===== src/xc_defs.svh =====
/*
 * Size and timing defines for the multiline correlator core.
 * Line and lag counts, counter width, sample divider, window length
 * and UART bit divider.
 */

`ifndef XC_DEFS_SVH
`define XC_DEFS_SVH

// Number of single-bit input lines sampled together.
`define XC_NUM_LINES 4

// Number of lags per line, numbered 0 to XC_NUM_LAGS-1.
`define XC_NUM_LAGS 4

// Width of each coincidence counter.
`define XC_COUNT_WIDTH 16

// System clocks between two sample strobes.
`define XC_SAMPLE_DIV 16

// Samples in one integration window.
`define XC_INTEG_SAMPLES 128

// System clocks per UART bit.
`define XC_BAUD_DIV 4

`endif


===== src/xc_sample_pkg.sv =====
/*
 * Sample-side types.
 * One sample vector and the snapshot of all correlation counts.
 */

`default_nettype none

`include "xc_defs.svh"

package xc_sample_pkg;

    // One bit per input line, line 0 in bit 0.
    typedef logic [`XC_NUM_LINES-1:0] sample_t;

    // A single coincidence counter.
    typedef logic [`XC_COUNT_WIDTH-1:0] count_t;

    // All counts of one window.
    // The first index is the line and the second the lag.
    // Line 0 holds the autocorrelation, the other lines the cross-correlation
    // against line 0.
    typedef struct packed {
        count_t [`XC_NUM_LINES-1:0][`XC_NUM_LAGS-1:0] count;
    } corr_snapshot_t;

endpackage

`default_nettype wire


===== src/xc_report_pkg.sv =====
/*
 * Report-side types.
 * Header layout, marker constant and the report word union.
 */

`default_nettype none

`include "xc_defs.svh"

package xc_report_pkg;

    // Every header word starts with this nibble so a receiver can find it.
    localparam logic [3:0] HEADER_MARKER = 4'hA;

    // Header word sent ahead of the counts of each line.
    // The marker sits in the top nibble, the line index in the bottom one.
    typedef struct packed {
        logic [3:0] marker;
        logic [7:0] seq;
        logic [3:0] line;
    } report_header_t;

    // One 16-bit word of a report frame.
    // The framer fills whichever view fits its position in the frame.
    // The receiver decodes a word as a header when it is at a header slot.
    typedef union packed {
        report_header_t                header;
        logic [`XC_COUNT_WIDTH-1:0]    count;
    } report_word_u;

endpackage

`default_nettype wire


===== src/xc_sampler.sv =====
/*
 * Input stage.
 * Two-flop synchronizer, enable-gated sample divider, capture register.
 */

`default_nettype none

`include "xc_defs.svh"

module xc_sampler (
    input  wire                      sysclk,
    input  wire                      rst_n,
    input  wire                      enable,
    input  xc_sample_pkg::sample_t   line_in,
    output xc_sample_pkg::sample_t   sample,
    output logic                     sample_valid
);

    localparam int DIV_W = $clog2(`XC_SAMPLE_DIV);
    localparam logic [DIV_W-1:0] DIV_RELOAD = DIV_W'(`XC_SAMPLE_DIV - 1);

    xc_sample_pkg::sample_t sync_1;
    xc_sample_pkg::sample_t sync_2;
    logic [DIV_W-1:0]       div_cnt;
    logic                   strobe;

    // The lines are asynchronous to sysclk, so they pass two flops first.
    always_ff @(posedge sysclk) begin
        sync_1 <= line_in;
        sync_2 <= sync_1;
    end

    // ******************************
    // Sample divider
    // ******************************

    // The strobe fires once per XC_SAMPLE_DIV clocks while enabled.
    assign strobe = enable && (div_cnt == '0);

    // Counting down from the reload value puts the first strobe
    // exactly XC_SAMPLE_DIV clocks after enable rises.
    always_ff @(posedge sysclk) begin
        if (!rst_n) begin
            div_cnt <= DIV_RELOAD;
        end else if (!enable) begin
            div_cnt <= DIV_RELOAD;
        end else if (div_cnt == '0) begin
            div_cnt <= DIV_RELOAD;
        end else begin
            div_cnt <= div_cnt - 1'b1;
        end
    end

    // Capture the synchronized lines on the strobe.
    // The valid pulse lines up with the captured value.
    always_ff @(posedge sysclk) begin
        if (!rst_n) begin
            sample_valid <= 1'b0;
        end else begin
            sample_valid <= strobe;
        end
        if (strobe) begin
            sample <= sync_2;
        end
    end

endmodule

`default_nettype wire


===== src/xc_lag_correlator.sv =====
/*
 * Correlation stage.
 * Line-0 delay line, saturating coincidence counters, window counter
 * and the snapshot register published at the end of each window.
 */

`default_nettype none

`include "xc_defs.svh"

module xc_lag_correlator (
    input  wire                              sysclk,
    input  wire                              rst_n,
    input  xc_sample_pkg::sample_t           sample,
    input  wire                              sample_valid,
    output xc_sample_pkg::corr_snapshot_t    snapshot,
    output logic                             snapshot_valid
);

    localparam int WIN_W = $clog2(`XC_INTEG_SAMPLES);
    localparam logic [WIN_W-1:0] WIN_LAST = WIN_W'(`XC_INTEG_SAMPLES - 1);
    localparam xc_sample_pkg::count_t COUNT_MAX = '1;

    // Past line-0 bits; bit 0 is the previous sample.
    logic [`XC_NUM_LAGS-2:0]                       hist;
    // Line-0 bit at every lag; tap 0 is the current sample.
    logic [`XC_NUM_LAGS-1:0]                       lag_taps;
    logic [`XC_NUM_LINES-1:0][`XC_NUM_LAGS-1:0]    hit;
    xc_sample_pkg::corr_snapshot_t                 acc;
    logic [WIN_W-1:0]                              win_cnt;
    logic                                          window_done;

    assign lag_taps = {hist, sample[0]};

    // ******************************
    // Coincidence detection
    // ******************************

    // A hit needs line i now and line 0 k samples ago both high.
    always_comb begin
        for (int i = 0; i < `XC_NUM_LINES; i++) begin
            for (int k = 0; k < `XC_NUM_LAGS; k++) begin
                hit[i][k] = sample[i] & lag_taps[k];
            end
        end
    end

    // ******************************
    // Counters and window
    // ******************************

    // On the cycle after the last sample, the counts restart from zero.
    always_ff @(posedge sysclk) begin
        if (!rst_n) begin
            acc <= '0;
        end else begin
            for (int i = 0; i < `XC_NUM_LINES; i++) begin
                for (int k = 0; k < `XC_NUM_LAGS; k++) begin
                    if (window_done) begin
                        acc.count[i][k] <= '0;
                    end else if (sample_valid && hit[i][k] &&
                                 acc.count[i][k] != COUNT_MAX) begin
                        acc.count[i][k] <= acc.count[i][k] + 1'b1;
                    end
                end
            end
        end
    end

    // The delay line keeps running across windows.
    // Early lags of a window therefore see the tail of the previous one.
    always_ff @(posedge sysclk) begin
        if (!rst_n) begin
            hist        <= '0;
            win_cnt     <= '0;
            window_done <= 1'b0;
        end else begin
            window_done <= 1'b0;
            if (sample_valid) begin
                hist <= lag_taps[`XC_NUM_LAGS-2:0];
                if (win_cnt == WIN_LAST) begin
                    win_cnt     <= '0;
                    window_done <= 1'b1;
                end else begin
                    win_cnt <= win_cnt + 1'b1;
                end
            end
        end
    end

    // Publish the finished window one cycle after its last update.
    always_ff @(posedge sysclk) begin
        if (!rst_n) begin
            snapshot_valid <= 1'b0;
        end else begin
            snapshot_valid <= window_done;
        end
        if (window_done) begin
            snapshot <= acc;
        end
    end

endmodule

`default_nettype wire


===== src/xc_report_framer.sv =====
/*
 * Framing stage.
 * Holds a snapshot and sends it as header and count words,
 * one word each time the transmitter is free.
 */

`default_nettype none

`include "xc_defs.svh"

module xc_report_framer (
    input  wire                              sysclk,
    input  wire                              rst_n,
    input  xc_sample_pkg::corr_snapshot_t    snapshot,
    input  wire                              snapshot_valid,
    input  wire                              tx_busy,
    output xc_report_pkg::report_word_u      word,
    output logic                             word_valid
);

    localparam int LINE_W = $clog2(`XC_NUM_LINES);
    localparam int LAG_W  = $clog2(`XC_NUM_LAGS);
    localparam logic [LINE_W-1:0] LINE_LAST = LINE_W'(`XC_NUM_LINES - 1);
    localparam logic [LAG_W-1:0]  LAG_LAST  = LAG_W'(`XC_NUM_LAGS - 1);

    xc_sample_pkg::corr_snapshot_t  snap_q;
    xc_report_pkg::report_word_u    next_word;
    logic                           busy;
    logic                           send_header;
    logic [LINE_W-1:0]              line_idx;
    logic [LAG_W-1:0]               lag_idx;
    logic [7:0]                     seq;
    logic                           take;

    // tx_busy rises only one cycle after word_valid.
    // Holding off while word_valid is high keeps words from being issued twice.
    assign take = busy && !tx_busy && !word_valid;

    // Header slot or count slot, picked by position in the frame.
    always_comb begin
        next_word = '0;
        if (send_header) begin
            next_word.header.marker = xc_report_pkg::HEADER_MARKER;
            next_word.header.seq    = seq;
            next_word.header.line   = 4'(line_idx);
        end else begin
            next_word.count = snap_q.count[line_idx][lag_idx];
        end
    end

    // ******************************
    // Frame walk
    // ******************************

    // A snapshot that shows up while busy is dropped.
    always_ff @(posedge sysclk) begin
        if (!rst_n) begin
            busy        <= 1'b0;
            send_header <= 1'b0;
            line_idx    <= '0;
            lag_idx     <= '0;
            seq         <= '0;
            word_valid  <= 1'b0;
        end else begin
            word_valid <= take;
            if (!busy) begin
                if (snapshot_valid) begin
                    busy        <= 1'b1;
                    send_header <= 1'b1;
                    line_idx    <= '0;
                    lag_idx     <= '0;
                end
            end else if (take) begin
                if (send_header) begin
                    send_header <= 1'b0;
                end else if (lag_idx == LAG_LAST) begin
                    lag_idx <= '0;
                    if (line_idx == LINE_LAST) begin
                        // Last word taken, so the frame is over.
                        busy <= 1'b0;
                        seq  <= seq + 1'b1;
                    end else begin
                        line_idx    <= line_idx + 1'b1;
                        send_header <= 1'b1;
                    end
                end else begin
                    lag_idx <= lag_idx + 1'b1;
                end
            end
        end
    end

    // Snapshot copy and outgoing word.
    always_ff @(posedge sysclk) begin
        if (!busy && snapshot_valid) begin
            snap_q <= snapshot;
        end
        if (take) begin
            word <= next_word;
        end
    end

endmodule

`default_nettype wire


===== src/xc_uart_tx.sv =====
/*
 * Serial transmit stage.
 * Sends each 16-bit word as two 8N1 bytes, low byte first.
 */

`default_nettype none

`include "xc_defs.svh"

module xc_uart_tx (
    input  wire                           sysclk,
    input  wire                           rst_n,
    input  xc_report_pkg::report_word_u   word,
    input  wire                           word_valid,
    output logic                          tx,
    output logic                          tx_busy
);

    // Two bytes, each with a start and a stop bit.
    localparam int FRAME_BITS = 20;
    localparam int BAUD_W     = $clog2(`XC_BAUD_DIV);
    localparam int BIT_W      = $clog2(FRAME_BITS);
    localparam logic [BAUD_W-1:0] BAUD_RELOAD = BAUD_W'(`XC_BAUD_DIV - 1);
    localparam logic [BIT_W-1:0]  BIT_LAST    = BIT_W'(FRAME_BITS - 1);

    logic [FRAME_BITS-1:0] shreg;
    logic [BAUD_W-1:0]     baud_cnt;
    logic [BIT_W-1:0]      bit_cnt;
    logic                  load;
    logic                  bit_end;

    assign load    = word_valid && !tx_busy;
    assign bit_end = tx_busy && (baud_cnt == '0);

    // Line idles high between words.
    assign tx = tx_busy ? shreg[0] : 1'b1;

    // ******************************
    // Bit timing
    // ******************************

    always_ff @(posedge sysclk) begin
        if (!rst_n) begin
            tx_busy  <= 1'b0;
            baud_cnt <= '0;
            bit_cnt  <= '0;
        end else if (load) begin
            tx_busy  <= 1'b1;
            baud_cnt <= BAUD_RELOAD;
            bit_cnt  <= '0;
        end else if (bit_end) begin
            baud_cnt <= BAUD_RELOAD;
            if (bit_cnt == BIT_LAST) begin
                // Last stop bit done.
                tx_busy <= 1'b0;
            end else begin
                bit_cnt <= bit_cnt + 1'b1;
            end
        end else if (tx_busy) begin
            baud_cnt <= baud_cnt - 1'b1;
        end
    end

    // The transmitter does not care which union view was filled.
    // Low byte goes in the bottom ten bits so it leaves first.
    always_ff @(posedge sysclk) begin
        if (load) begin
            shreg <= {1'b1, word[15:8], 1'b0, 1'b1, word[7:0], 1'b0};
        end else if (bit_end) begin
            shreg <= {1'b1, shreg[FRAME_BITS-1:1]};
        end
    end

endmodule

`default_nettype wire


===== src/xc_main.sv =====
/*
 * Correlator core top level.
 * Sampler, lag correlator, report framer and UART transmitter in a chain.
 */

`default_nettype none

module xc_main (
    input  wire                       sysclk,
    input  wire                       rst_n,
    input  wire                       enable,
    input  xc_sample_pkg::sample_t    line_in,
    output wire                       tx
);

    xc_sample_pkg::sample_t          sample;
    logic                            sample_valid;
    xc_sample_pkg::corr_snapshot_t   snapshot;
    logic                            snapshot_valid;
    xc_report_pkg::report_word_u     word;
    logic                            word_valid;
    logic                            tx_busy;

    // Lines in, one sample per strobe out.
    xc_sampler sampler_inst (
        .sysclk         (sysclk),
        .rst_n          (rst_n),
        .enable         (enable),
        .line_in        (line_in),
        .sample         (sample),
        .sample_valid   (sample_valid)
    );

    // Samples in, one snapshot per window out.
    xc_lag_correlator correlator_inst (
        .sysclk         (sysclk),
        .rst_n          (rst_n),
        .sample         (sample),
        .sample_valid   (sample_valid),
        .snapshot       (snapshot),
        .snapshot_valid (snapshot_valid)
    );

    // Snapshot in, report words out, paced by tx_busy.
    xc_report_framer framer_inst (
        .sysclk         (sysclk),
        .rst_n          (rst_n),
        .snapshot       (snapshot),
        .snapshot_valid (snapshot_valid),
        .tx_busy        (tx_busy),
        .word           (word),
        .word_valid     (word_valid)
    );

    xc_uart_tx uart_inst (
        .sysclk         (sysclk),
        .rst_n          (rst_n),
        .word           (word),
        .word_valid     (word_valid),
        .tx             (tx),
        .tx_busy        (tx_busy)
    );

endmodule

`default_nettype wire


===== config.mk =====
export PLATFORM = sky130hd
export DESIGN_NAME = xc_main
export DESIGN_NICKNAME = d
export VERILOG_FILES = /design/src/xc_sample_pkg.sv /design/src/xc_report_pkg.sv /design/src/xc_sampler.sv /design/src/xc_lag_correlator.sv /design/src/xc_report_framer.sv /design/src/xc_uart_tx.sv /design/src/xc_main.sv
export VERILOG_INCLUDE_DIRS = /design/src /design/src/src
export SDC_FILE = /design/constraint.sdc
export NUM_CORES = 1
export LEC_CHECK = 0
export ABC_AREA = 0
export ABC_CLOCK_PERIOD_IN_PS = 10100
export BUFFER_PORTS_ARGS = -buffer_cell sky130_fd_sc_hd__buf_2
export CAP_MARGIN = 20
export CORE_MARGIN = 3
export CORE_UTILIZATION = 45
export CTS_CLUSTER_DIAMETER = 120
export DETAILED_ROUTE_END_ITERATION = 8
export PLACE_DENSITY_LB_ADDON = 0.12
export SLEW_MARGIN = 5
export SYNTH_ARGS = -nofsm -noshare
export SYNTH_HDL_FRONTEND = slang
export SYNTH_SLANG_ARGS = --single-unit
export TNS_END_PERCENT = 1

===== constraint.sdc =====
create_clock -name sysclk -period 10.1 [get_ports sysclk]
set_clock_uncertainty 0.15 [all_clocks]
set_input_delay 1.515 -clock sysclk [delete_from_list [all_inputs] [get_ports sysclk]]
set_output_delay 1.515 -clock sysclk [all_outputs]
set_load 0.005 [all_outputs]

After elaboration in Yosys (flattened, before gate mapping)
Index checks and enable logic that the tools add are counted.
Storage, ports and cells
  word-level logic and storage cells: 232
  bits in registers: 855
Operators by class
  $add $sub $neg: 23
  reductions and logical operators: 57
  order comparisons: 2
  equal/unequal tests: 24
  mux-type cells: 37
  bitwise operators: 19
Operators by type and width (count)
  16-bit by 1-bit adder with 16-bit output (second input constant): 16
  16-bit != test (second input constant): 16
  64-bit binary-select mux with 2-bit select: 1
  64-bit 2-to-1 mux: 1
  1-bit logical AND: 38
  19-bit 2-to-1 mux: 2
  16-bit binary-select mux with 2-bit select: 1
  2-bit 2-to-1 mux: 13
  1-bit 2-to-1 mux: 16
  16-bit 2-to-1 mux: 1
  1-bit AND: 15
  12-bit 2-to-1 mux: 1
  5-bit AND reduction: 2
  8-bit by 1-bit adder with 8-bit output (second input constant): 1
  2-bit != test (second input constant): 4
  2-bit AND reduction: 4
  7-bit by 1-bit adder with 7-bit output (second input constant): 1
  7-bit == test (second input constant): 1
  7-bit 2-to-1 mux: 1
  2-bit by 3-bit < comparator with 1-bit output (second input constant): 2
  2-bit nonzero test: 3
  5-bit by 1-bit adder with 5-bit output (second input constant): 1
  5-bit == test (second input constant): 1
  2-bit by 1-bit adder with 2-bit output (second input constant): 2
  other kinds (11): 18

Logic depth before layout (Yosys ltp)
Gate-level depths: netlist of the first run.
  depth in word-level cells: 6
  mapped depth: 8
  gate-level depth less buffers: 7

Modules after synthesis
From an unflattened synthesis of the first run, not the netlist that was laid out.
Unflattened totals
  cells, all modules: 2388
  area, all modules: 33110.5 um2
Modules (own cells, without submodules)
  xc_lag_correlator: area each 20469.6 um2, times used 1, cells each 1769
  xc_report_framer: area each 11000.6 um2, times used 1, cells each 498
  xc_uart_tx: area each 1164.9 um2, times used 1, cells each 89
  xc_sampler: area each 475.5 um2, times used 1, cells each 32

Worst setup path after synthesis of the first run
No wires, ideal clock.
  path kind: register -> register
  start point: register correlator_inst.window_done
  end point: register correlator_inst.acc[197] (netlist bit)
  buffers on the path: 3
  stages on the path, launching flop included: 6
  setup slack: 2.583 ns
  clock period less this slack: 7.517 ns
  data arrival time: 7.239 ns
  cell sequence: dfxtp_1 > nand2b_1 > clkbuf_1 > clkbuf_1 > buf_1 > nor2_1
Between the ends
  longest elaborated chain between the ends: 1
Ends and longest elaborated chain
  start, declared: line xc_lag_correlator.sv:31  | logic window_done;
  start signal, assigned: line xc_lag_correlator.sv:76  | window_done <= 1'b0;
  start signal, assigned: line xc_lag_correlator.sv:78  | window_done <= 1'b0;
  start signal, assigned: line xc_lag_correlator.sv:83  | window_done <= 1'b1;
  2-bit OR reduction (no line)
  end, declared: line xc_lag_correlator.sv:29  | xc_sample_pkg::corr_snapshot_t acc;
Every way passes these cells.
A chain may end at the register's enable or synchronous reset.

Worst setup path in the final report of the first run
  start point: input rst_n
  end point: register correlator_inst.acc[191] (netlist bit)
Between the ends
  longest elaborated chain between the ends: 2
Ends and longest elaborated chain
  start, declared: line xc_main.sv:10  | input wire rst_n,
  1-bit NOT (no line)
  2-bit OR reduction (no line)
Every way passes these cells.

==> results of run 1 <==
==> cells by family after synthesis <==
family / after synthesis / synth area share (%)
xor gates and xnor gates: 208 / 5.54
adders and majority gates: 24 / 0.914
buffers and inverters: 111 / 1.43
and+or+nand+nor: 869 / 13.7
muxes: 104 / 5.68
DFF: 855 / 68.8
AOI/OAI and AO/OA: 191 / 3.91
==> placed cells by master, fill, tap and decap left out, drive strengths merged, types with 10 or more instances in the layout <==
cell	count
nand3	86
o21ai	44
nand4	108
a22o	17
nor2b	15
edfxtp	548
xnor2	124
clkbuf	136
o221ai	10
and4	19
nor4b	20
nand2	132
inv	26
a21oi	45
mux4	66
buf	28
xor2	84
nor3	55
a211oi	10
a31oi	13
nand2b	10
and2	18
clkinv	16
nor2	272
or3	21
or2	10
mux2i	38
nor4	31
ha	24
and3	40
nor3b	11
dfxtp	307
==> power groups by stage <==
stage | registers, mW | clock network [mW] | logic, mW
floorplan | 3.75 | 0 | 0.0175
global placement | 3.75 | 0 | 0.0269
detailed placement | 3.75 | 0 | 0.0274
CTS | 3.68 | 3.37 | 0.0275
global route | 3.67 | 3.53 | 0.0296
finish | 3.68 | 3.28 | 0.0269
==> through the flow <==
step | instances | setup WS (ns) | area [um2]
floorplan | 2362 | 2.58 | 32900
global placement | 3252 | 5.52 | 33900
detailed placement | 3252 | 5.49 | 33900
CTS | 3419 | 6.16 | 36800
global route | 3420 | 5.96 | 36900
finish | 3421 | 6.18 | 36900
==> area by class of cell <==
class                      instances  area [um2]  share of cell area (%)
antenna                            1        2.50                 0.00679
sequential                       855       22600                    61.3
tap                              950        1190                    3.22
timing repair buffer              28         213                   0.577
clock buffer                     136        2620                    7.11
inverter                          24        97.6                   0.265
multi-input combinational       1396        9800                    26.6
clock inverter                    31         344                   0.933
==> registers in the layout (all words and copies together) (netlist names), 2 cells and up <==
| name | count |
|---|---|
| uart_inst.shreg | 19 |
| correlator_inst.acc | 256 |
| correlator_inst.hist | 3 |
| framer_inst.snap_q | 256 |
| uart_inst.bit_cnt | 5 |
| sampler_inst.div_cnt | 4 |
| correlator_inst.win_cnt | 7 |
| sampler_inst.sync_2 | 4 |
| framer_inst.lag_idx | 2 |
| sampler_inst.sample | 4 |
| sampler_inst.sync_1 | 4 |
| framer_inst.word | 16 |
| framer_inst.line_idx | 2 |
| correlator_inst.snapshot | 256 |
| framer_inst.seq | 8 |
| uart_inst.baud_cnt | 2 |
==> metal layers <==
| metal | vias up | routed length [um] | share of wire [%] | GRT usage, % |
|---|---|---|---|---|
| met5 | - | 0 | 0 | 0 |
| met4 | 0 | 1810 | 2.6 | 6.15 |
| met3 | 116 | 3600 | 5.1 | 3.07 |
| met2 | 426 | 31400 | 45 | 27.6 |
| met1 | 9348 | 33100 | 47 | 27.1 |
| li1 | 9001 | - | - | - |
==> worst min path at each step <==
stage	to	slack (ns)	cells past startpoint
2_1_floorplan	sampler_inst.sync_2[0]	0.16	0
3_3_place_gp	sampler_inst.sync_2[0]	0.16	0
3_5_place_dp	sampler_inst.sync_2[2]	0.16	0
4_1_cts	sampler_inst.sync_2[3]	0.18	0
5_1_grt	sampler_inst.sync_2[0]	0.18	0
6_report	sampler_inst.sync_2[3]	0.18	0
==> flow_summary.html, run 1 <==
<table>
<tr><th>Metric</th><th>Value</th></tr>
<tr><th colspan="2">Status</th></tr>
<tr><td>Outcome</td><td>finished, final reports clean</td></tr>
<tr><th colspan="2">Drt</th></tr>
<tr><td>Total routed wirelength</td><td>approximately 70 mm</td></tr>
<tr><td>Post-DR vias/cell</td><td>~5.5</td></tr>
<tr><td># DRC</td><td>0</td></tr>
<tr><td>Wire length per cell</td><td>a little over 20 um</td></tr>
<tr><td>Count of TritonRoute iterations in the first routing pass</td><td>6</td></tr>
<tr><td>Antenna Nets Post-Route</td><td>0</td></tr>
<tr><td>Detailed-route via count</td><td>roughly 19k</td></tr>
<tr><td>Violation count after the first detailed-routing iteration</td><td>approximately 1.5k</td></tr>
<tr><th colspan="2">Global route</th></tr>
<tr><td>Grt ovf</td><td>0</td></tr>
<tr><td>Global-route total usage across every layer</td><td>a little under a fifth</td></tr>
<tr><td>Maximum number of pins on one net before global-route repair</td><td>roughly 110</td></tr>
<tr><td>Global-route wire length before repair</td><td>roughly 110 mm</td></tr>
<tr><td>Initial antenna violation count</td><td>1</td></tr>
<tr><td>Via count of the first global-routing pass</td><td>about 18k</td></tr>
<tr><th colspan="2">Clock tree</th></tr>
<tr><td>Clock sink total</td><td>~860</td></tr>
<tr><td>Number of buffers on the longest clock path</td><td>3</td></tr>
<tr><td>TritonCTS clock tree</td><td>yes</td></tr>
<tr><td>Cells resized by post-CTS repair</td><td>0</td></tr>
<tr><td>Clock root buffer master</td><td>clkbuf_16</td></tr>
<tr><td>Clock buffers created by TritonCTS</td><td>89</td></tr>
<tr><td>Clock network latency to the later pin of the worst-skew pair</td><td>approximately 0.62 ns</td></tr>
<tr><td>Setup bufs post-CTS</td><td>0</td></tr>
<tr><td>Quantity of hold-fixing buffers added after cts</td><td>0</td></tr>
<tr><td>Clk pin slew, worst setup/hold paths</td><td>about 0.06 ns</td></tr>
<tr><td>Level count of the clock H-tree</td><td>3</td></tr>
<tr><th colspan="2">Power</th></tr>
<tr><td>Power consumption</td><td>approximately 7 mW</td></tr>
<tr><td>Power density normalized to cell area</td><td>189 nW/um2</td></tr>
<tr><td>Sw Pwr</td><td>about 1.3 mW</td></tr>
<tr><td>Highest ir drop seen on vdd</td><td>approximately 0.00012 V</td></tr>
<tr><td>Internal power of the cells</td><td>5.65 mW</td></tr>
<tr><td>Fraction of power consumed by combinational cells</td><td>0.4%</td></tr>
<tr><td>Share of power burned in the clock network</td><td>47.0%</td></tr>
<tr><td>Leakage power figure</td><td>11.5 nW</td></tr>
<tr><td>Net Sw Frac</td><td>a little under a fifth</td></tr>
<tr><td>Sequential power share</td><td>52.7%</td></tr>
<tr><th colspan="2">STA</th></tr>
<tr><td>Hold_ws</td><td>between 0.15 and 0.2 ns</td></tr>
<tr><td>Number of endpoints with negative hold slack in the final report</td><td>0</td></tr>
<tr><td>Fin. max-slew vios</td><td>0</td></tr>
<tr><td>Measured slew at the worst slew-check pin</td><td>1.07 ns</td></tr>
<tr><td>Final worst-path cycle share</td><td>38.8%</td></tr>
<tr><td>Top achievable clock speed</td><td>~260 MHz</td></tr>
<tr><td>Worst max-slew margin expressed relative to the limit</td><td>between 20 and 30%</td></tr>
<tr><td>Number of setup violations in the final report</td><td>0</td></tr>
<tr><td>RSZ-0062 raised after global routing</td><td>no</td></tr>
<tr><td>Post-layout minimum cycle time</td><td>slightly below 4 ns</td></tr>
<tr><td>Final sum of negative setup slack</td><td>0 ns</td></tr>
<tr><th colspan="2">Worst setup path</th></tr>
<tr><td>Flop-to-flop setup slack</td><td>6.45 ns</td></tr>
<tr><td>Cell seen most often among critical-path stages</td><td>buf_4</td></tr>
<tr><td>Length in cells of the worst reg-to-reg path</td><td>5</td></tr>
<tr><td>Endpoint of the worst-slack reg-to-reg timing path</td><td>correlator_inst.acc[191]</td></tr>
<tr><td>Critical Path AT</td><td>4.27 ns</td></tr>
<tr><td>Crit path required time</td><td>10.46 ns</td></tr>
<tr><td>Origin of the critical flop-to-flop path</td><td>correlator_inst.window_done</td></tr>
<tr><td>Category of the worst setup path capture point</td><td>flop</td></tr>
<tr><td>Critical-path top delay cell</td><td>buf_4</td></tr>
<tr><td>Critical path capture point</td><td>correlator_inst.acc[191]</td></tr>
<tr><td>Worst path depth</td><td>6</td></tr>
<tr><td>Crit Path Max Fanout</td><td>85</td></tr>
<tr><td>Critical path startpoint category</td><td>primary input</td></tr>
<tr><td>Critical path cell sequence</td><td>buf_2 -&gt; nand2b_4 -&gt; buf_4 -&gt; buf_4 -&gt; nor2_1 -&gt; a41o_1</td></tr>
<tr><td>Worst path max stage delay</td><td>0.85 ns</td></tr>
<tr><td>Launching instance or port of the critical path</td><td>rst_n</td></tr>
<tr><td>Critical path start-end classification</td><td>in -&gt; reg</td></tr>
<tr><td>Largest delay contributor family on the critical path</td><td>buffers and inverters</td></tr>
<tr><td>CP bufs+invs</td><td>3</td></tr>
<tr><th colspan="2">Yosys</th></tr>
<tr><td>Top cells by area in the synthesized netlist</td><td>edfxtp_1 50%, dfxtp_1 19%, mux4_2 4.5%, xnor2_1 3.3%, nor2_1 3.1%</td></tr>
<tr><td>EDFF count, synth</td><td>about 550</td></tr>
<tr><td>Post-synthesis sequential element count</td><td>approximately 860</td></tr>
<tr><td>Proportion of synthesized chip area in sequential cells</td><td>between 60% and 70%</td></tr>
<tr><td>Post-synthesis cell area</td><td>32,900 um2</td></tr>
<tr><td>Dominant cell type by area after synthesis</td><td>edfxtp_1</td></tr>
<tr><td>Top post-synthesis cells by count</td><td>548 x edfxtp_1, 307 x dfxtp_1, 272 x nor2_1</td></tr>
<tr><td>Distinct cell type count after synthesis</td><td>65</td></tr>
<tr><td>Cell with the most instances after synthesis</td><td>edfxtp_1</td></tr>
<tr><td>Share of synthesized registers carrying an async set or reset</td><td>0%</td></tr>
<tr><td>Synth Instances</td><td>between 2k and 2.5k</td></tr>
<tr><td>Net count after synthesis</td><td>~2.4k</td></tr>
<tr><td>Avg Synthesized Cell Area</td><td>roughly 14 um2</td></tr>
<tr><td>Main synth FF type</td><td>edfxtp_1</td></tr>
<tr><td>Count of yosys warnings during synthesis</td><td>0</td></tr>
<tr><td>Top cell type's share of synthesized area</td><td>50.1%</td></tr>
<tr><th colspan="2">Floorplanning</th></tr>
<tr><td>Effective utilization at floorplan</td><td>roughly 46%</td></tr>
<tr><td>Core Area</td><td>between 70,000 and 80,000 um2</td></tr>
<tr><td>Ports</td><td>8</td></tr>
<tr><td>Die boundary height</td><td>~280 um</td></tr>
<tr><td># rows</td><td>98</td></tr>
<tr><td>Die area</td><td>around 76,000 um2</td></tr>
<tr><td>Die span in x</td><td>approximately 280 um</td></tr>
<tr><th colspan="2">Placed design</th></tr>
<tr><td>Number of buffer cells added on primary ports</td><td>7</td></tr>
<tr><td>HPWL reported at the end of detailed placement</td><td>45.1 mm</td></tr>
<tr><td>Routability-driven placement congestion ratio</td><td>0.826</td></tr>
<tr><th colspan="2">Min path</th></tr>
<tr><td>Type of the tightest min-delay check</td><td>reg -&gt; reg</td></tr>
<tr><td>Startpoint of the worst hold path</td><td>sampler_inst.sync_1[3]</td></tr>
<tr><th colspan="2">Cells and area</th></tr>
<tr><td>Final core area utilization</td><td>between 50% and 60%</td></tr>
<tr><td>P&amp;R area growth vs syn</td><td>12.2%</td></tr>
<tr><td>Count of fill cells added during filler insertion</td><td>roughly 6.0k</td></tr>
<tr><td>Share of cells above drive strength 1</td><td>10.2%</td></tr>
<tr><td>Fin nets</td><td>2,425</td></tr>
<tr><th colspan="2">Job</th></tr>
<tr><td>Max-cap violation count</td><td>0</td></tr>
</table>
(Power assumes the default switching activity.)
==> run 2, diff against run 1 <==
- ABC_AREA: 0 -> 1
- ABC_CLOCK_PERIOD_IN_PS: 10100 -> 3300
- clock period: 10.1 -> 3.3 ns (I/O delays scaled with it)
==> run 2 against run 1 <==
Net effect: synthesized cell count increased by 59%; clock power rose to 3.3 times the previous value; worst setup slack worse by 5.3 ns; sequential power rose to 3.1 times the previous value; synthesized area up 9.2%; cell count rose by 43%; via count rose by 33%; global-route usage up 3.5 points; register-to-register slack lost 5.5 ns; clock-buffer cell count shrank 21; die area is 9.0% higher; hold slack lost 0.055 ns; critical endpoint is now correlator_inst.acc[49]; largest cell class unchanged; highest routed layer unchanged.
==> flow_summary.html, run 2 <==
<table>
<tr><th>Metric</th><th>Value</th></tr>
<tr><th colspan="2">Drt</th></tr>
<tr><td>Post-DR vias/cell</td><td>5.13 (-7.0%)</td></tr>
<tr><td>Antenna Nets Post-Route</td><td>0 (unchanged)</td></tr>
<tr><td>Detailed-route via count</td><td>25.2k (+33%)</td></tr>
<tr><td>Violation count after the first detailed-routing iteration</td><td>2,134 (+39%)</td></tr>
<tr><td>Count of TritonRoute iterations in the first routing pass</td><td>6 (unchanged)</td></tr>
<tr><td>Total routed wirelength</td><td>90.0 mm (+29%)</td></tr>
<tr><td>Wire length per cell</td><td>18.4 um (-10%)</td></tr>
<tr><td># DRC</td><td>0 (unchanged)</td></tr>
<tr><th colspan="2">Clock tree</th></tr>
<tr><td>Clock root buffer master</td><td>clkbuf_16</td></tr>
<tr><td>Clock buffers created by TritonCTS</td><td>92 (+3.4%)</td></tr>
<tr><td>Clock network latency to the later pin of the worst-skew pair</td><td>0.65 ns (+0.03 ns)</td></tr>
<tr><td>Setup bufs post-CTS</td><td>0 (unchanged)</td></tr>
<tr><td>Quantity of hold-fixing buffers added after cts</td><td>5 (+5)</td></tr>
<tr><td>Cells resized by post-CTS repair</td><td>0 (unchanged)</td></tr>
<tr><td>Number of buffers on the longest clock path</td><td>3 (unchanged)</td></tr>
<tr><td>Clock sink total</td><td>855 (unchanged)</td></tr>
<tr><td>TritonCTS clock tree</td><td>yes</td></tr>
<tr><td>Clk pin slew, worst setup/hold paths</td><td>0.06 ns (about the same)</td></tr>
<tr><td>Level count of the clock H-tree</td><td>3 (unchanged)</td></tr>
<tr><th colspan="2">Yosys</th></tr>
<tr><td>Net count after synthesis</td><td>3,787 (+58%)</td></tr>
<tr><td>Cell with the most instances after synthesis</td><td>nand2_1</td></tr>
<tr><td>Top post-synthesis cells by count</td><td>1,134 x nand2_1, 548 x edfxtp_1, 487 x nor2_1</td></tr>
<tr><td>Post-synthesis sequential element count</td><td>855 (unchanged)</td></tr>
<tr><td>Share of synthesized registers carrying an async set or reset</td><td>0% (unchanged)</td></tr>
<tr><td>Synth Instances</td><td>3,756 (+59%)</td></tr>
<tr><td>EDFF count, synth</td><td>548 (unchanged)</td></tr>
<tr><td>Post-synthesis cell area</td><td>35,900 um2 (+9.2%)</td></tr>
<tr><td>Dominant cell type by area after synthesis</td><td>edfxtp_1</td></tr>
<tr><td>Count of yosys warnings during synthesis</td><td>0 (unchanged)</td></tr>
<tr><td>Main synth FF type</td><td>edfxtp_1</td></tr>
<tr><td>Distinct cell type count after synthesis</td><td>44 (-32%)</td></tr>
<tr><td>Proportion of synthesized chip area in sequential cells</td><td>63.0% (-5.8 points)</td></tr>
<tr><td>Avg Synthesized Cell Area</td><td>9.55 um2 (-31%)</td></tr>
<tr><td>Top cells by area in the synthesized netlist</td><td>edfxtp_1 46%, dfxtp_1 17%, nand2_1 12%, nor2_1 5.1%, nand3_1 4.4%</td></tr>
<tr><td>Top cell type's share of synthesized area</td><td>45.9% (-4.2 points)</td></tr>
<tr><th colspan="2">Power</th></tr>
<tr><td>Power density normalized to cell area</td><td>548 nW/um2 (+190%)</td></tr>
<tr><td>Sequential power share</td><td>51.1% (-1.6 points)</td></tr>
<tr><td>Sw Pwr</td><td>4.43 mW (+230%)</td></tr>
<tr><td>Fraction of power consumed by combinational cells</td><td>0.6% (+0.2 points)</td></tr>
<tr><td>Highest ir drop seen on vdd</td><td>0.000404 V (+230%)</td></tr>
<tr><td>Share of power burned in the clock network</td><td>48.4% (+1.4 points)</td></tr>
<tr><td>Power consumption</td><td>22.1 mW (+220%)</td></tr>
<tr><td>Leakage power figure</td><td>14.0 nW (+22%)</td></tr>
<tr><td>Net Sw Frac</td><td>20.1% (+1.0 points)</td></tr>
<tr><td>Internal power of the cells</td><td>17.6 mW (+210%)</td></tr>
<tr><th colspan="2">Worst setup path</th></tr>
<tr><td>Endpoint of the worst-slack reg-to-reg timing path</td><td>correlator_inst.acc[49]</td></tr>
<tr><td>Origin of the critical flop-to-flop path</td><td>sampler_inst.sample_valid</td></tr>
<tr><td>Crit path required time</td><td>3.68 ns (-6.78 ns)</td></tr>
<tr><td>Length in cells of the worst reg-to-reg path</td><td>7 (+2)</td></tr>
<tr><td>Critical Path AT</td><td>2.77 ns (-1.50 ns)</td></tr>
<tr><td>Worst path max stage delay</td><td>0.77 ns (-0.08 ns)</td></tr>
<tr><td>Largest delay contributor family on the critical path</td><td>flip-flops</td></tr>
<tr><td>Critical path capture point</td><td>correlator_inst.acc[49]</td></tr>
<tr><td>Critical-path top delay cell</td><td>dfxtp_1</td></tr>
<tr><td>Critical path start-end classification</td><td>reg -&gt; reg</td></tr>
<tr><td>Category of the worst setup path capture point</td><td>flop</td></tr>
<tr><td>CP bufs+invs</td><td>2 (-1)</td></tr>
<tr><td>Launching instance or port of the critical path</td><td>sampler_inst.sample_valid</td></tr>
<tr><td>Worst path depth</td><td>7 (+1)</td></tr>
<tr><td>Critical path cell sequence</td><td>nand2_8 -&gt; inv_4 -&gt; nand2_2 -&gt; inv_1 -&gt; o21ai_1 -&gt; o21ai_0 -&gt; nor2_1</td></tr>
<tr><td>Flop-to-flop setup slack</td><td>0.91 ns (-5.54 ns)</td></tr>
<tr><td>Crit Path Max Fanout</td><td>11 (-87%)</td></tr>
<tr><td>Critical path startpoint category</td><td>flop</td></tr>
<tr><th colspan="2">Cells and area</th></tr>
<tr><td>Regs by FF count</td><td>correlator_inst.acc (256), correlator_inst.snapshot (256), framer_inst.snap_q (256)</td></tr>
<tr><td>P&amp;R area growth vs syn</td><td>12.2% (about the same)</td></tr>
<tr><td>Leading cell type in the layout, fill and taps excluded</td><td>nand2_1</td></tr>
<tr><td>Fin nets</td><td>3,813 (+57%)</td></tr>
<tr><td>Share of cells above drive strength 1</td><td>6.99% (-3.2 points)</td></tr>
<tr><td>Highest-count cells in the layout ignoring fill and taps</td><td>1,134 x nand2_1, 548 x edfxtp_1, 486 x nor2_1, 317 x nand3_1, 302 x dfxtp_1</td></tr>
<tr><td>Count of fill cells added during filler insertion</td><td>7,157 (+19%)</td></tr>
<tr><td>Number of diodes</td><td>0 (-1)</td></tr>
<tr><th colspan="2">STA</th></tr>
<tr><td>Number of setup violations in the final report</td><td>0 (unchanged)</td></tr>
<tr><td>Measured slew at the worst slew-check pin</td><td>0.943 ns (-0.124 ns)</td></tr>
<tr><td>Top achievable clock speed</td><td>418 MHz</td></tr>
<tr><td>Final worst-path cycle share</td><td>just over 70%</td></tr>
<tr><td>Number of endpoints with negative hold slack in the final report</td><td>0 (unchanged)</td></tr>
<tr><td>Worst max-slew margin expressed relative to the limit</td><td>36.7% (+7.9 points)</td></tr>
<tr><td>Final sum of negative setup slack</td><td>0 ns (unchanged)</td></tr>
<tr><td>Post-layout minimum cycle time</td><td>approximately 2.4 ns</td></tr>
<tr><td>RSZ-0062 raised after global routing</td><td>no</td></tr>
<tr><td>Fin. max-slew vios</td><td>0 (unchanged)</td></tr>
<tr><th colspan="2">Floorplanning</th></tr>
<tr><td>Core Area</td><td>78,200 um2 (+8.9%)</td></tr>
<tr><td>Ports</td><td>8 (unchanged)</td></tr>
<tr><td>Effective utilization at floorplan</td><td>45.9% (+0.13 points)</td></tr>
<tr><td>Die span in x</td><td>288 um (+4.4%)</td></tr>
<tr><td>Die area</td><td>83,100 um2 (+9.0%)</td></tr>
<tr><td>Die boundary height</td><td>288 um (+4.4%)</td></tr>
<tr><td># rows</td><td>102 (+4.1%)</td></tr>
<tr><th colspan="2">Min path</th></tr>
<tr><td>Type of the tightest min-delay check</td><td>in -&gt; reg</td></tr>
<tr><th colspan="2">Job</th></tr>
<tr><td>Max-cap violation count</td><td>0 (unchanged)</td></tr>
<tr><th colspan="2">Global route</th></tr>
<tr><td>Maximum number of pins on one net before global-route repair</td><td>89 (-21%)</td></tr>
<tr><td>Grt ovf</td><td>0 (unchanged)</td></tr>
<tr><td>Global-route total usage across every layer</td><td>21.8% (+3.5 points)</td></tr>
<tr><td>Via count of the first global-routing pass</td><td>23.2k (+27%)</td></tr>
<tr><td>Initial antenna violation count</td><td>1 (unchanged)</td></tr>
<tr><td>Global-route wire length before repair</td><td>139 mm (+26%)</td></tr>
<tr><th colspan="2">Placed design</th></tr>
<tr><td>HPWL reported at the end of detailed placement</td><td>61.7 mm (+37%)</td></tr>
<tr><td>Routability-driven placement congestion ratio</td><td>0.937 (+13%)</td></tr>
<tr><td>Number of buffer cells added on primary ports</td><td>7 (unchanged)</td></tr>
<tr><th colspan="2">Status</th></tr>
<tr><td>Outcome</td><td>finished, final reports clean</td></tr>
</table>
==> run 2: cell types whose count changed after synthesis, sizes merged, moves of 56 or more <==
cell	change
a21oi	+167
buf	+56
inv	+196
mux4	-66
nand2	+1011
nand3	+231
nor2	+247
xnor2	-70
==> run 2: area by class of cell <==
cell class | count | area, um2 | area share [%]
Sequential cell | 855 | 22600 | 56.2
Multi-Input combinational cell | 2553 | 11800 | 29.3
Clock buffer | 115 | 2490 | 6.18
Tap cell | 1040 | 1300 | 3.23
Inverter | 230 | 875 | 2.17
Clock inverter | 58 | 681 | 1.69
Timing Repair Buffer | 50 | 508 | 1.26
==> run 2: worst min path at each step <==
stage / depth (start not counted) / slack, ns / from / to
6_report: 3 / 0.12 / rst_n / correlator_inst.win_cnt[4]
5_1_grt: 3 / 0.11 / rst_n / correlator_inst.win_cnt[4]
4_1_cts: 3 / 0.08 / rst_n / correlator_inst.win_cnt[4]
3_5_place_dp: 0 / 0.16 / sampler_inst.sync_1[0] / sampler_inst.sync_2[0]
3_3_place_gp: 0 / 0.16 / sampler_inst.sync_1[0] / sampler_inst.sync_2[0]
2_1_floorplan: 0 / 0.16 / sampler_inst.sync_1[0] / sampler_inst.sync_2[0]
==> run 2: logic make-up after synthesis <==
logic type	share of synthesized area, %
DFF	63.0
buffers and inverters	4.12
AOI/OAI and AO/OA	5.14
xor gates and xnor gates	2.44
adders and majority gates	0.837
and+or+nand+nor	24.5
==> run 2: through the flow <==
step / std cells / hold slack (ns) / util (%) / cell area (um2) / setup WS [ns]
4_1_cts: 4901 / 0.0764 / 51.5 / 40300 / 0.912
6_report: 4901 / 0.121 / 51.5 / 40300 / 0.908
2_1_floorplan: 3756 / 0.160 / - / 35900 / -1.97
3_3_place_gp: 4723 / 0.161 / 47.4 / 37100 / 0.951
3_5_place_dp: 4723 / 0.162 / 47.4 / 37100 / 0.943
5_1_grt: 4901 / 0.115 / 51.5 / 40300 / 0.676
==> run 2: per-layer routing <==
metal  track usage, %  share of wire (%)  vias to the layer above
li1                 -                  -                    12600
met1             30.5                 45                    11800
met2             33.6                 45                      632
met3             5.00                6.8                      160
met4             7.28                3.3                        0
met5                0                  0                        -
==> run 2: worst min-delay path: stages <==
cell	delay, ns
buf_2	0.10
inv_2	0.15
nor2_1	0.13
==> run 2: power by group through the flow <==
stage | Combinational [mW] | Sequential (mW) | Clock [mW]
2_1_floorplan | 0.0725 | 11.5 | 0
3_3_place_gp | 0.122 | 11.5 | 0
3_5_place_dp | 0.122 | 11.5 | 0
4_1_cts | 0.127 | 11.3 | 10.9
5_1_grt | 0.138 | 11.3 | 11.4
6_report | 0.124 | 11.3 | 10.7
